**src/design/albuf_pkg.sv**
```systemverilog
/*
  Shared widths, depth constants and vector types of the instruction
  alignment buffer. Every design file imports this package.
*/

package albuf_pkg;

  ////////////////////
  // Sizes
  ////////////////////

  // Response ring entries
  localparam int unsigned ALBUF_DEPTH = 3;
  // Ring index width
  localparam int unsigned ALBUF_PTR_W = 2;
  // Instruction counter width, holds 0 to 6
  localparam int unsigned ALBUF_CNT_W = 3;
  // Requests allowed in flight
  localparam int unsigned MAX_OUTSTANDING = 2;

  ////////////////////
  // Vector types
  ////////////////////

  typedef logic [31:0]            addr_t;
  typedef logic [31:0]            word_t;
  typedef logic [ALBUF_PTR_W-1:0] ptr_t;
  typedef logic [1:0]             ocnt_t;
  typedef logic [ALBUF_CNT_W-1:0] icnt_t;

  // Where the next response word starts, seen from the write side
  //  POS_ALIGNED             word starts a new instruction
  //  POS_UNALIGNED_COMPLETE  unaligned branch, lower half is discarded
  //  POS_UNALIGNED_PARTIAL   lower half ends an instruction begun earlier
  typedef enum logic [1:0] {
    POS_ALIGNED            = 2'b00,
    POS_UNALIGNED_COMPLETE = 2'b01,
    POS_UNALIGNED_PARTIAL  = 2'b10
  } wpos_e;

endpackage

```
**src/design/albuf_rd_if.sv**
```systemverilog
/*
  Read side of the response ring. The ring presents its head entry, the
  entry after it and the incoming response; the aligner returns its
  pop and advance strobes.
*/
`timescale 1ns/100ps

interface albuf_rd_if import albuf_pkg::*; ();

  // Entry at the read pointer
  word_t head_data;
  logic  head_err;
  logic  head_valid;
  // Entry at the read pointer plus one
  word_t next_data;
  logic  next_err;
  logic  next_valid;
  // Response passing straight through this cycle
  word_t byp_data;
  logic  byp_err;
  logic  byp_valid;
  // Instruction taken, and head word used up by it
  logic  pop;
  logic  advance;

  modport ring (
    output head_data, head_err, head_valid,
    output next_data, next_err, next_valid,
    output byp_data, byp_err, byp_valid,
    input  pop, advance
  );

  modport aligner (
    input  head_data, head_err, head_valid,
    input  next_data, next_err, next_valid,
    input  byp_data, byp_err, byp_valid,
    output pop, advance
  );

endinterface

```
**src/design/fetch_ctrl.sv**
```systemverilog
/*
  Fetch request control. Throttles requests to the prefetcher from the
  number of complete instructions held, tracks requests in flight and
  discards responses that belong to fetches issued before a branch.
*/
`timescale 1ns/100ps

module fetch_ctrl import albuf_pkg::*; (
  input  logic  clk,
  input  logic  rst_n,
  input  logic  instr_req_i,
  input  logic  pc_set_i,
  input  logic  kill_i,
  input  addr_t branch_addr_i,
  input  logic  fetch_ready_i,
  input  logic  resp_valid_i,
  input  word_t resp_rdata_i,
  input  logic  pop_i,
  output logic  fetch_valid_o,
  output logic  prefetch_busy_o,
  output ocnt_t outstnd_cnt_o,
  output logic  resp_accept_o
);

  ocnt_t      ocnt_q, ocnt_d;
  ocnt_t      flush_q, flush_d;
  icnt_t      icnt_q, icnt_d;
  icnt_t      icnt_lag;
  wpos_e      wpos_q, wpos_d;
  logic [1:0] n_incoming;
  logic       pop_q;
  logic       lo_full, hi_full;

  ////////////////////
  // Request side
  ////////////////////

  // Pops land in the count one cycle late
  assign icnt_lag = icnt_q - icnt_t'(pop_q);

  // Fetch when nearly empty or on a branch, never past the in-flight limit
  assign fetch_valid_o = instr_req_i && (ocnt_q < ocnt_t'(MAX_OUTSTANDING)) &&
                         ((icnt_lag == '0) ||
                          ((icnt_lag == icnt_t'(1)) && (ocnt_q == '0)) ||
                          pc_set_i);

  assign prefetch_busy_o = (ocnt_q != '0) || fetch_valid_o;
  assign outstnd_cnt_o   = ocnt_q;

  // Stale words are dropped while flushing and in the branch cycle
  assign resp_accept_o = resp_valid_i && (flush_q == '0) && !pc_set_i;

  // Up on an accepted request, down on any response
  always_comb begin
    ocnt_d = ocnt_q;
    unique case ({fetch_valid_o && fetch_ready_i, resp_valid_i})
      2'b10:   ocnt_d = ocnt_q + ocnt_t'(1);
      2'b01:   ocnt_d = ocnt_q - ocnt_t'(1);
      default: ocnt_d = ocnt_q;
    endcase
  end

  // Everything still in flight at a branch gets flushed
  // a response in the branch cycle is already gone
  always_comb begin
    flush_d = flush_q;
    if (pc_set_i) begin
      flush_d = ocnt_q - ocnt_t'(resp_valid_i);
    end else if (resp_valid_i && (flush_q != '0)) begin
      flush_d = flush_q - ocnt_t'(1);
    end
  end

  ////////////////////
  // Instruction count
  ////////////////////

  // Uncompressed halfword markers in the incoming word
  assign lo_full = resp_rdata_i[1:0] == 2'b11;
  assign hi_full = resp_rdata_i[17:16] == 2'b11;

  // Write position tracking, counts instructions completed per word
  always_comb begin
    wpos_d     = wpos_q;
    n_incoming = 2'd0;
    if (pc_set_i) begin
      wpos_d = branch_addr_i[1] ? POS_UNALIGNED_COMPLETE : POS_ALIGNED;
    end else if (resp_accept_o) begin
      unique case (wpos_q)
        POS_ALIGNED: begin
          if (lo_full) begin
            n_incoming = 2'd1;
          end else begin
            // Compressed low half, upper half decides
            n_incoming = hi_full ? 2'd1 : 2'd2;
            wpos_d     = hi_full ? POS_UNALIGNED_PARTIAL : POS_ALIGNED;
          end
        end
        POS_UNALIGNED_COMPLETE: begin
          // Lower half skipped
          n_incoming = hi_full ? 2'd0 : 2'd1;
          wpos_d     = hi_full ? POS_UNALIGNED_PARTIAL : POS_ALIGNED;
        end
        POS_UNALIGNED_PARTIAL: begin
          // Lower half completes the pending instruction
          n_incoming = hi_full ? 2'd1 : 2'd2;
          wpos_d     = hi_full ? POS_UNALIGNED_PARTIAL : POS_ALIGNED;
        end
        default: wpos_d = POS_ALIGNED;
      endcase
    end
  end

  // Buffer content is thrown away on kill and branch
  assign icnt_d = (kill_i || pc_set_i) ? '0 :
                  icnt_q + icnt_t'(n_incoming) - icnt_t'(pop_q);

  always_ff @(posedge clk or negedge rst_n) begin
    if (!rst_n) begin
      ocnt_q  <= '0;
      flush_q <= '0;
      icnt_q  <= '0;
      wpos_q  <= POS_ALIGNED;
      pop_q   <= 1'b0;
    end else begin
      ocnt_q  <= ocnt_d;
      flush_q <= flush_d;
      icnt_q  <= icnt_d;
      wpos_q  <= wpos_d;
      pop_q   <= pop_i;
    end
  end

  // In-flight limit holds across request and response interleavings
  a_ocnt_max: assert property (@(posedge clk) disable iff (!rst_n)
    ocnt_q <= ocnt_t'(MAX_OUTSTANDING));

  // Responder only answers requests that were accepted
  a_resp_owed: assert property (@(posedge clk) disable iff (!rst_n)
    resp_valid_i |-> (ocnt_q != '0));

endmodule

```
**src/design/resp_ring.sv**
```systemverilog
/*
  Three-entry store for fetched words. Accepted responses are written
  at the write pointer; the aligner reads two entries plus the incoming
  response and retires the head entry through the pop and advance strobes.
*/
`timescale 1ns/100ps

module resp_ring import albuf_pkg::*; (
  input  logic            clk,
  input  logic            rst_n,
  input  logic            resp_accept_i,
  input  word_t           resp_rdata_i,
  input  logic            resp_err_i,
  input  logic            pc_set_i,
  input  logic            kill_i,
  albuf_rd_if.ring        rd
);

  word_t                  data_q [ALBUF_DEPTH];
  logic [ALBUF_DEPTH-1:0] err_q;
  logic [ALBUF_DEPTH-1:0] valid_q, valid_d;
  ptr_t                   wptr_q, rptr_q, rptr_nx;
  logic                   retire;

  // Step one entry, wrap after the last
  function automatic ptr_t ptr_inc(ptr_t p);
    return (p == ptr_t'(ALBUF_DEPTH - 1)) ? '0 : p + ptr_t'(1);
  endfunction

  assign rptr_nx = ptr_inc(rptr_q);
  assign retire  = rd.pop && rd.advance;

  ////////////////////
  // Read side
  ////////////////////

  assign rd.head_data  = data_q[rptr_q];
  assign rd.head_err   = err_q[rptr_q];
  assign rd.head_valid = valid_q[rptr_q];
  assign rd.next_data  = data_q[rptr_nx];
  assign rd.next_err   = err_q[rptr_nx];
  assign rd.next_valid = valid_q[rptr_nx];

  // Incoming word, usable in the cycle it arrives
  assign rd.byp_data  = resp_rdata_i;
  assign rd.byp_err   = resp_err_i;
  assign rd.byp_valid = resp_accept_i;

  // Set on write before clear on retire
  // a bypassed word consumed at once ends up invalid
  always_comb begin
    valid_d = valid_q;
    if (resp_accept_i) begin
      valid_d[wptr_q] = 1'b1;
    end
    if (retire) begin
      valid_d[rptr_q] = 1'b0;
    end
    if (kill_i || pc_set_i) begin
      valid_d = '0;
    end
  end

  always_ff @(posedge clk or negedge rst_n) begin
    if (!rst_n) begin
      valid_q <= '0;
      wptr_q  <= '0;
      rptr_q  <= '0;
    end else begin
      valid_q <= valid_d;
      if (pc_set_i) begin
        wptr_q <= '0;
        rptr_q <= '0;
      end else begin
        if (resp_accept_i) begin
          wptr_q <= ptr_inc(wptr_q);
        end
        if (retire) begin
          rptr_q <= rptr_nx;
        end
      end
    end
  end

  // Payload storage
  always_ff @(posedge clk) begin
    if (resp_accept_i) begin
      data_q[wptr_q] <= resp_rdata_i;
      err_q[wptr_q]  <= resp_err_i;
    end
  end

  // Request throttling keeps the ring from overflowing
  a_no_overwrite: assert property (@(posedge clk) disable iff (!rst_n)
    (resp_accept_i && !kill_i && !pc_set_i) |-> !valid_q[wptr_q]);

endmodule

```
**src/design/instr_aligner.sv**
```systemverilog
/*
  Builds IF stage instructions from the ring read side. Handles aligned
  and halfword-offset instructions, detects compressed encodings, merges
  bus errors of both source words and steps the instruction address.
*/
`timescale 1ns/100ps

module instr_aligner import albuf_pkg::*; (
  input  logic         clk,
  input  logic         rst_n,
  input  logic         pc_set_i,
  input  logic         kill_i,
  input  addr_t        branch_addr_i,
  input  logic         instr_ready_i,
  albuf_rd_if.aligner  rd,
  output logic         instr_valid_o,
  output word_t        instr_rdata_o,
  output logic         instr_err_o,
  output addr_t        instr_addr_o
);

  addr_t addr_q;
  logic  killed_q;
  word_t word0, word1, split_word;
  logic  err0, err1, split_err;
  logic  valid0, split_full_valid;
  logic  aligned_c, split_c, cur_c;
  logic  unaligned, avail, handshake;

  ////////////////////
  // Source select
  ////////////////////

  // First word is the head entry, else the incoming response
  assign word0  = rd.head_valid ? rd.head_data : rd.byp_data;
  assign err0   = rd.head_valid ? rd.head_err  : rd.byp_err;
  assign valid0 = rd.head_valid || rd.byp_valid;

  // Second word only matters while the head is valid
  assign word1 = rd.next_valid ? rd.next_data : rd.byp_data;
  assign err1  = rd.next_valid ? rd.next_err  : rd.byp_err;

  // Upper half of first word, lower half of second
  assign split_word = {word1[15:0], word0[31:16]};

  // Need both halves for an uncompressed split instruction
  assign split_full_valid = rd.next_valid || (rd.head_valid && rd.byp_valid);

  // Compressed when the first halfword low bits are not 2'b11
  assign aligned_c = word0[1:0] != 2'b11;
  assign split_c   = word0[17:16] != 2'b11;

  // Errors of every word the instruction touches
  assign split_err = err0 || (!split_c && err1);

  ////////////////////
  // Output
  ////////////////////

  assign unaligned = addr_q[1];
  assign cur_c     = unaligned ? split_c : aligned_c;

  always_comb begin
    if (!unaligned) begin
      avail = valid0;
    end else if (split_c) begin
      avail = valid0;
    end else begin
      avail = split_full_valid;
    end
  end

  // Nothing is handed out while killed or in the branch cycle
  assign instr_valid_o = avail && !kill_i && !pc_set_i && !killed_q;
  assign instr_rdata_o = unaligned ? split_word : word0;
  assign instr_err_o   = unaligned ? split_err  : err0;
  assign instr_addr_o  = addr_q;

  assign handshake = instr_valid_o && instr_ready_i;

  // Head word is used up unless an aligned compressed instr leaves its upper half
  assign rd.pop     = handshake;
  assign rd.advance = unaligned || !aligned_c;

  always_ff @(posedge clk or negedge rst_n) begin
    if (!rst_n) begin
      addr_q   <= '0;
      killed_q <= 1'b0;
    end else begin
      if (pc_set_i) begin
        // Halfword aligned branch target
        addr_q <= {branch_addr_i[31:1], 1'b0};
      end else if (handshake) begin
        addr_q <= addr_q + (cur_c ? addr_t'(2) : addr_t'(4));
      end
      // Hold off output from kill until the next branch
      if (pc_set_i) begin
        killed_q <= 1'b0;
      end else if (kill_i) begin
        killed_q <= 1'b1;
      end
    end
  end

  // Address stays on halfword boundaries across branches and steps
  a_addr_half: assert property (@(posedge clk) disable iff (!rst_n)
    instr_addr_o[0] == 1'b0);

endmodule

```
**src/design/albuf_top.sv**
```systemverilog
/*
  Top level of the instruction alignment buffer. Ties the fetch control,
  the response ring and the aligner together and presents plain ports
  toward the prefetcher and the IF stage.
*/
`timescale 1ns/100ps

module albuf_top import albuf_pkg::*; (
  input  logic  clk,
  input  logic  rst_n,
  // Control from the core
  input  logic  instr_req_i,
  input  logic  pc_set_i,
  input  logic  kill_i,
  input  addr_t branch_addr_i,
  // Prefetcher request
  output logic  fetch_valid_o,
  input  logic  fetch_ready_i,
  output logic  fetch_branch_o,
  output addr_t fetch_branch_addr_o,
  // Prefetcher response
  input  logic  resp_valid_i,
  input  word_t resp_rdata_i,
  input  logic  resp_err_i,
  // IF stage
  output logic  instr_valid_o,
  input  logic  instr_ready_i,
  output word_t instr_rdata_o,
  output logic  instr_err_o,
  output addr_t instr_addr_o,
  // Status
  output logic  prefetch_busy_o,
  output ocnt_t outstnd_cnt_o
);

  logic resp_accept;

  albuf_rd_if rd_if ();

  // Branch goes straight to the prefetcher, halfword aligned
  assign fetch_branch_o      = pc_set_i;
  assign fetch_branch_addr_o = {branch_addr_i[31:1], 1'b0};

  fetch_ctrl i_fetch_ctrl (
    .clk             (clk),
    .rst_n           (rst_n),
    .instr_req_i     (instr_req_i),
    .pc_set_i        (pc_set_i),
    .kill_i          (kill_i),
    .branch_addr_i   (branch_addr_i),
    .fetch_ready_i   (fetch_ready_i),
    .resp_valid_i    (resp_valid_i),
    .resp_rdata_i    (resp_rdata_i),
    .pop_i           (rd_if.pop),
    .fetch_valid_o   (fetch_valid_o),
    .prefetch_busy_o (prefetch_busy_o),
    .outstnd_cnt_o   (outstnd_cnt_o),
    .resp_accept_o   (resp_accept)
  );

  resp_ring i_resp_ring (
    .clk           (clk),
    .rst_n         (rst_n),
    .resp_accept_i (resp_accept),
    .resp_rdata_i  (resp_rdata_i),
    .resp_err_i    (resp_err_i),
    .pc_set_i      (pc_set_i),
    .kill_i        (kill_i),
    .rd            (rd_if)
  );

  instr_aligner i_instr_aligner (
    .clk           (clk),
    .rst_n         (rst_n),
    .pc_set_i      (pc_set_i),
    .kill_i        (kill_i),
    .branch_addr_i (branch_addr_i),
    .instr_ready_i (instr_ready_i),
    .rd            (rd_if),
    .instr_valid_o (instr_valid_o),
    .instr_rdata_o (instr_rdata_o),
    .instr_err_o   (instr_err_o),
    .instr_addr_o  (instr_addr_o)
  );

endmodule

```
**config.mk**
```make
export PLATFORM = sky130hd
export DESIGN_NAME = albuf_top
export DESIGN_NICKNAME = d
export VERILOG_FILES = /design/src/design/albuf_pkg.sv /design/src/design/albuf_rd_if.sv /design/src/design/fetch_ctrl.sv /design/src/design/resp_ring.sv /design/src/design/instr_aligner.sv /design/src/design/albuf_top.sv
export SDC_FILE = /design/constraint.sdc
export NUM_CORES = 1
export LEC_CHECK = 0
export BUFFER_PORTS_ARGS = -buffer_cell sky130_fd_sc_hd__buf_2
export CAP_MARGIN = 30
export CELL_PAD_IN_SITES_DETAIL_PLACEMENT = 1
export CELL_PAD_IN_SITES_GLOBAL_PLACEMENT = 2
export CORE_ASPECT_RATIO = 1.2
export CORE_MARGIN = 2
export CORE_UTILIZATION = 34
export CTS_CLUSTER_SIZE = 20
export DETAILED_ROUTE_END_ITERATION = 10
export PLACE_DENSITY_LB_ADDON = 0.1
export REMOVE_ABC_BUFFERS = 1
export SLEW_MARGIN = 20
export SYNTH_ARGS = -nofsm -noshare
export SYNTH_HDL_FRONTEND = slang
export SYNTH_SLANG_ARGS = --single-unit
```
**constraint.sdc**
```tcl
create_clock -name clk -period 5.26 [get_ports clk]
set_input_delay 1.052 -clock clk [delete_from_list [all_inputs] [get_ports clk]]
set_output_delay 1.052 -clock clk [all_outputs]
set_load 0.01 [all_outputs]
```
Word level (Yosys, flattened, before mapping)
Memory sizes are Yosys's and may differ from the RTL's.
Index checks and enable logic that the tools add are counted.

word-level totals
  bits of input ports = 73
  RAM bits = 96
  flip-flop bits (word level) = 53
  memories = 1
  output and inout bits = 103

memory list
  memory              depth  width  rd ports  clocked after memory_dff  write ports  RTL line         RTL
  i_resp_ring.data_q  3      32     2         0                         1            resp_ring.sv:19  word_t data_q [ALBUF_DEPTH];

cells by class
  reduce and logical (&&, ||, !) cells = 43
  bitwise logic cells = 3
  add/sub/neg operators = 10
  equal/unequal tests = 12
  $lt $le $gt $ge = 6
  multiplexer cells = 54

operators with widths
  kind                 count
  $mux 32              4
  $add 32x32->32       1
  $mux 2               16
  $mux 1               18
  $logic_and 1x1->1    16
  $mux 16              1
  $reduce_bool 2->1    8
  $mux 3               5
  $eq 2x2->1 const B   6
  $lt 2x3->1 const B   3
  $bmux 1 s2           4
  $logic_or 1x1->1     8
  $pmux 2 s2           2
  $add 2x1->2 const B  3
  $logic_not 2->1      3
  $pmux 2 s3           1
  $sub 3x1->3          2
  $logic_not 1->1      5
  $demux 1 s2          2
  $eq 2x1->1 const B   2
  $ge 2x1->1 const B   2
  $ne 2x2->1 const B   2
  $sub 2x1->2 const B  2
  $add 3x2->3          1
  other kinds (11)     11

Logic depth before layout (Yosys ltp)
  depth after elaboration = 14
  depth in mapped cells = 17
  depth with buffers taken out = 14

By module
Synthesis repeated with hierarchy kept, for this count alone.

second synthesis, totals
  cell total of the unflattened synthesis = 835
  area total of the unflattened synthesis = 8971.1 um2

by module, submodules not included
  module         area each (um2)  instances  cells an instance
  resp_ring      4966.0           1          386
  instr_aligner  3084.2           1          345
  fetch_ctrl     669.4            1          70
  albuf_top      251.5            1          34

Worst setup path after synthesis
No wires, ideal clock.

  path kind = input port to flip-flop
  start = in pc_set_i
  end = reg i_resp_ring.valid_q[2]
  library setup time = 0.090 ns
  arrival = 4.251 ns
  cell stages on the path = 4
  path slack = 0.919 ns
  path buffers = 0
  path through = nand3b_1 -> nor3b_1 -> o21ai_0 -> a31oi_1

on the way
  longest elaborated chain between the ends = 13
  elaborated cells on any way between the ends = 17
  classes of those cells = 5 x mux; 1 x bitwise; 11 x reduce/logical

RTL lines
  item                            RTL line                               RTL
  start: declaration              albuf_top.sv:13                        input logic pc_set_i,
  $logic_not 1->1                 fetch_ctrl.sv:51, instr_aligner.sv:74
  $logic_and 1x1->1               fetch_ctrl.sv:51                       assign resp_accept_o = resp_valid_i && (flush_q == '0) && !pc_set_i;
  $logic_and 1x1->1               instr_aligner.sv:47                    assign split_full_valid = rd.next_valid || (rd.head_valid && rd.byp_valid);
  $logic_or 1x1->1                instr_aligner.sv:47
  $mux 1                          instr_aligner.sv:66                    end else if (split_c) begin
  $mux 1                          instr_aligner.sv:64                    if (!unaligned) begin
  $logic_and 1x1->1 (3 in a row)  instr_aligner.sv:74                    assign instr_valid_o = avail && !kill_i && !pc_set_i && !killed_q;
  $logic_and 1x1->1               instr_aligner.sv:79                    assign handshake = instr_valid_o && instr_ready_i;
  $logic_and 1x1->1               resp_ring.sv:31                        assign retire = rd.pop && rd.advance;
  $mux 3                          resp_ring.sv:56                        if (retire) begin
  $mux 3 *                        resp_ring.sv:59                        if (kill_i || pc_set_i) begin
  via i_resp_ring.valid_d[2]      resp_ring.sv:21                        logic [ALBUF_DEPTH-1:0] valid_q, valid_d;
  end signal: assignment          resp_ring.sv:70                        valid_q <= valid_d;
  end: declaration                resp_ring.sv:21

The timed path passes the listed nets; every way through them passes the cells marked *.
A chain may end at the register's enable or synchronous reset.

Final worst setup path
  start = reg i_resp_ring.rptr_q[0]
  end = out instr_err_o

on the way
  longest elaborated chain between the ends = 8
  elaborated cells on any way between the ends = 20
  classes of those cells = 1 x add/sub; 2 x eq/ne; 13 x mux; 3 x reduce/logical; 1 x memory

RTL lines
  item                                                  RTL line                                  RTL
  start: declaration                                    resp_ring.sv:22                           ptr_t wptr_q, rptr_q, rptr_nx;
  start signal: assignment                              resp_ring.sv:79                           rptr_q <= rptr_nx;
  $add 2x1->2 (tied with other cells)                   resp_ring.sv:27                           return (p == ptr_t'(ALBUF_DEPTH - 1)) ? '0 : p + ptr_t'(1);
  $mux 2 / $mux 1 (equally long branches)               resp_ring.sv:27, resp_ring.sv:39
  $bmux 1 s2 (tied with other cells)                    resp_ring.sv:41                           assign rd.next_err = err_q[rptr_nx];
  $mux 1 (implied by the code) (tied with other cells)  resp_ring.sv:41
  $mux 1 / $logic_not 1->1 (equally long branches)      instr_aligner.sv:41, instr_aligner.sv:54
  $logic_and 1x1->1                                     instr_aligner.sv:54                       assign split_err = err0 || (!split_c && err1);
  $logic_or 1x1->1                                      instr_aligner.sv:54
  $mux 1 *                                              instr_aligner.sv:76                       assign instr_err_o = unaligned ? split_err : err0;
  end: declaration                                      albuf_top.sv:29                           output logic instr_err_o,

Every way passes the cells marked *; elsewhere a longest branch is shown, timed or not. The select of a mux whose other input is x is not followed.

==> impl_metrics.py <==
metrics = {
    "sta": {
        "setup_ws_ns": 0.892,
        "rsz0062_at_grt": "no",
        "tns_ns": 0,
        "holdWs_ns": 0.492,
        "post-route-min-period_ns": 4.37,
        "setup_viol": 0,
        "hold_violations": 0,
        "slew_headroom_pct": 56.7,
        "fmax_mhz": 229,
        "fin_worst_skew_ns": 0.0146,
        "drv_slew": 0,
        "min_period_over_period_pct": 83.0,
        "worstMarginPinSlew_ns": 0.650,
    },
    "setup_path": {
        "cp-start-kind": "register",
        "r2r-end": "i_instr_aligner.instr_addr_o[17]$_DFFE_PN0P_",
        "cp.required_ns": 4.21,
        "reg2reg_setup_slack_ns": 1.13,
        "cp_max_fo": 52,
        "r2r_start": "i_resp_ring.rptr_q[0]$_DFFE_PN0P_",
        "arrival_ns": 3.32,
        "critPathKind": "reg -> out",
        "endpoint_kind": "output pin",
        "reg2reg_depth": 14,
    },
    "yosys": {
        "synth_flop_cell": "edfxtp_1",
        "synthTopCellsByArea": "edfxtp_1 (36%), dfrtp_1 (15%), mux2i_1 (8.3%)",
        "synth_top_cell_by_area": "edfxtp_1",
        "synth_seq_cells": 148,
        "synth-edff-count": 99,
        "netlist_area_um2": 8280,
        "yosysWarningCount": 0,
        "avgSynthCellArea_um2": 10.1,
        "synth.top_cell.area_share_pct": 35.9,
        "yosysSeqAreaShare_pct": 50.7,
        "synthCells": 817,
        "async_flop_share_pct": 33.1,
        "yosysUniqueCellTypes": 65,
    },
    "hold_path": {
        "worstHoldEndpoint": "i_instr_aligner.killed_q$_DFFE_PN0N_",
        "hold_class": "reg -> reg",
        "whs_path_depth": 2,
        "min_from": "i_instr_aligner.killed_q$_DFFE_PN0N_",
    },
    "cts": {
        "cts_resized": 0,
        "insertion_delay_ns": 0.42,
        "root_buffer": "clkbuf_16",
        "cts-buffers-inserted": 17,
        "clk_path_buf_depth": 2,
        "htreeDepth": 4,
        "cts_sinks": 148,
        "cts_hold_buf": 0,
        "clk_pin_slew_ns": 0.07,
        "cts_setup_buffers": 0,
        "cts_tree": "built",
    },
    "floorplan": {
        "dieArea_um2": 25600,
        "num_io_pins": 176,
        "die_w_um": 146,
        "rows": 62,
        "start_util_pct": 34.6,
        "die_y_um": 175,
        "core-area_um2": 24000,
    },
    "final_layout": {
        "final_cell_mix": "buf_2 (172), nor2_1 (120), a21oi_1 (113), edfxtp_1 (99), mux2i_1 (69)",
        "final_common_cell": "buf_2",
        "final_nets": 1025,
        "post_route_cells_drive_above_1_share_pct": 24.7,
        "area_growth_pct": 18.4,
        "fin_cells": 1272,
        "fillers": 2716,
        "post-route-util_pct": 40.9,
        "num_antenna_cells": 0,
    },
    "outcome": {
        "status": "finished, final reports clean",
    },
    "grt": {
        "antenna_found_initial": 1,
        "grt_start_max_net_pins": 60,
        "grtUsageTotal_pct": 19.0,
        "grt_pass1_wl_um": 38500,
        "grt_pass1_vias": 7368,
        "grt-ovfl-total": 0,
    },
    "routing": {
        "wire_per_inst_um": 18.8,
        "wirelength_um": 23900,
        "vias": 6824,
        "drc": 0,
        "viasPerCell": 5.36,
        "antenna_left": 0,
        "drtPass1Iterations": 4,
        "drt_iter0_drc": 243,
    },
    "job": {
        "max-cap-violations": 0,
    },
    "place": {
        "gp_congestion": 0.754,
        "dp_cells": 1241,
        "dpl.hpwl_um": 16200,
        "numPortBuffers": 172,
        "pre_cts_ws_ns": 1.10,
    },
    "power": {
        "ir_worst_vdd_uv": 236,
        "p_per_area_nw_per_um2": 323,
        "leakagePower_nw": 3.78,
    },
}
## state kept, by name, indices dropped and copies added, names as in the netlist
signal / flops
i_fetch_ctrl.icnt_q: 3
i_fetch_ctrl.outstnd_cnt_o: 2
i_resp_ring.valid_q: 3
i_fetch_ctrl.pop_q: 1
i_resp_ring.data_q: 96
i_resp_ring.err_q: 3
i_fetch_ctrl.wpos_q: 2
i_instr_aligner.instr_addr_o: 31
i_resp_ring.rptr_q: 2
i_resp_ring.wptr_q: 2
i_instr_aligner.killed_q: 1
i_fetch_ctrl.flush_q: 2
## synth_stat cells, types with 3 or more instances
| cell type | n |
|---|---|
| nor2_1 | 120 |
| mux2i_1 | 69 |
| o311ai_1 | 3 |
| nand2b_1 | 4 |
| o211ai_1 | 8 |
| buf_4 | 38 |
| inv_1 | 13 |
| a32oi_1 | 5 |
| clkbuf_1 | 24 |
| o21ai_0 | 24 |
| a22oi_1 | 11 |
| a221o_1 | 5 |
| nand3_1 | 27 |
| o311ai_0 | 6 |
| a21oi_1 | 114 |
| ha_1 | 10 |
| nor3_1 | 7 |
| buf_2 | 10 |
| dfrtp_1 | 49 |
| xnor2_1 | 8 |
| nand4_1 | 8 |
| edfxtp_1 | 99 |
| nand3b_1 | 3 |
| nand2_1 | 46 |
| buf_1 | 8 |
| a31oi_1 | 3 |
| a21o_1 | 3 |
| o21a_1 | 3 |
| or3_1 | 10 |
| and3_1 | 9 |
| and4_1 | 3 |
| nor3b_1 | 6 |
| nor2b_1 | 3 |
| and2_1 | 5 |
| nor4_1 | 3 |
| a211oi_1 | 16 |
## area by class of cell
| class | count | area (um^2) | area share (%) |
|---|---|---|---|
| clock buffers | 17 | 425 | 4.34 |
| clock inverters | 14 | 151 | 1.54 |
| inverters | 15 | 56.3 | 0.574 |
| multi-input cells | 574 | 3590 | 36.6 |
| flip-flops and latches | 148 | 4210 | 42.9 |
| well taps | 320 | 400 | 4.08 |
| repair buffers | 184 | 971 | 9.90 |
## report_power, final
part	internal, mW	switching, mW
registers	1.33	0.0860
clock network	0.701	0.510
logic	0.221	0.318
total	2.25	0.913
## logic make-up after synthesis
kind of cell               after synthesis  share of synthesized area [%]
other                                    1                         0.0453
DFF                                    148                           50.7
and+or+nand+nor                        262                           14.8
xor gates and xnor gates                 9                          0.952
AOI/OAI and AO/OA                      216                           16.3
muxes                                   73                           8.88
buffers and inverters                   96                           6.31
adders and majority gates               12                           1.99
## worst max-delay path by stage
stage | start | endpoint | slack [ns] | cells past startpoint
CTS | i_resp_ring.rptr_q[0]$_DFFE_PN0P_ | instr_err_o | 0.81 | 7
floorplan | i_resp_ring.rptr_q[1]$_DFFE_PN0P_ | i_instr_aligner.instr_addr_o[31]$_DFFE_PN0P_ | -0.61 | 13
global route | i_resp_ring.rptr_q[0]$_DFFE_PN0P_ | instr_err_o | 0.66 | 7
finish | i_resp_ring.rptr_q[0]$_DFFE_PN0P_ | instr_err_o | 0.89 | 7
detailed placement | i_resp_ring.rptr_q[0]$_DFFE_PN0P_ | i_instr_aligner.instr_addr_o[21]$_DFFE_PN0P_ | 1.10 | 14
global placement | i_resp_ring.rptr_q[0]$_DFFE_PN0P_ | i_instr_aligner.instr_addr_o[21]$_DFFE_PN0P_ | 1.17 | 14
## worst max-delay path: stages, from the launching register on
cell      delay [ns]
dfrtp_4         0.84
nand3b_1        0.26
o21a_2          0.27
buf_4           0.34
o31ai_4         0.60
a21oi_1         0.15
o221ai_1        0.23
buf_2           0.20
## routing by layer
| layer | global-route usage, % | vias up | wire (um) |
|---|---|---|---|
| li1 | - | 3230 | - |
| met5 | 0 | - | 12 |
| met1 | 22.6 | 3434 | 10200 |
| met4 | 4.77 | 2 | 259 |
| met2 | 35.3 | 135 | 12600 |
| met3 | 3.37 | 23 | 802 |
## metrics by stage
stage / cell area, um^2 / power (mW)
floorplan: 7820 / 1.73
detailed placement: 9230 / 1.99
CTS: 9800 / 3.21
global placement: 9200 / 1.96
global route: 9800 / 3.32
finish: 9800 / 3.17
(Power assumes the default switching activity.)
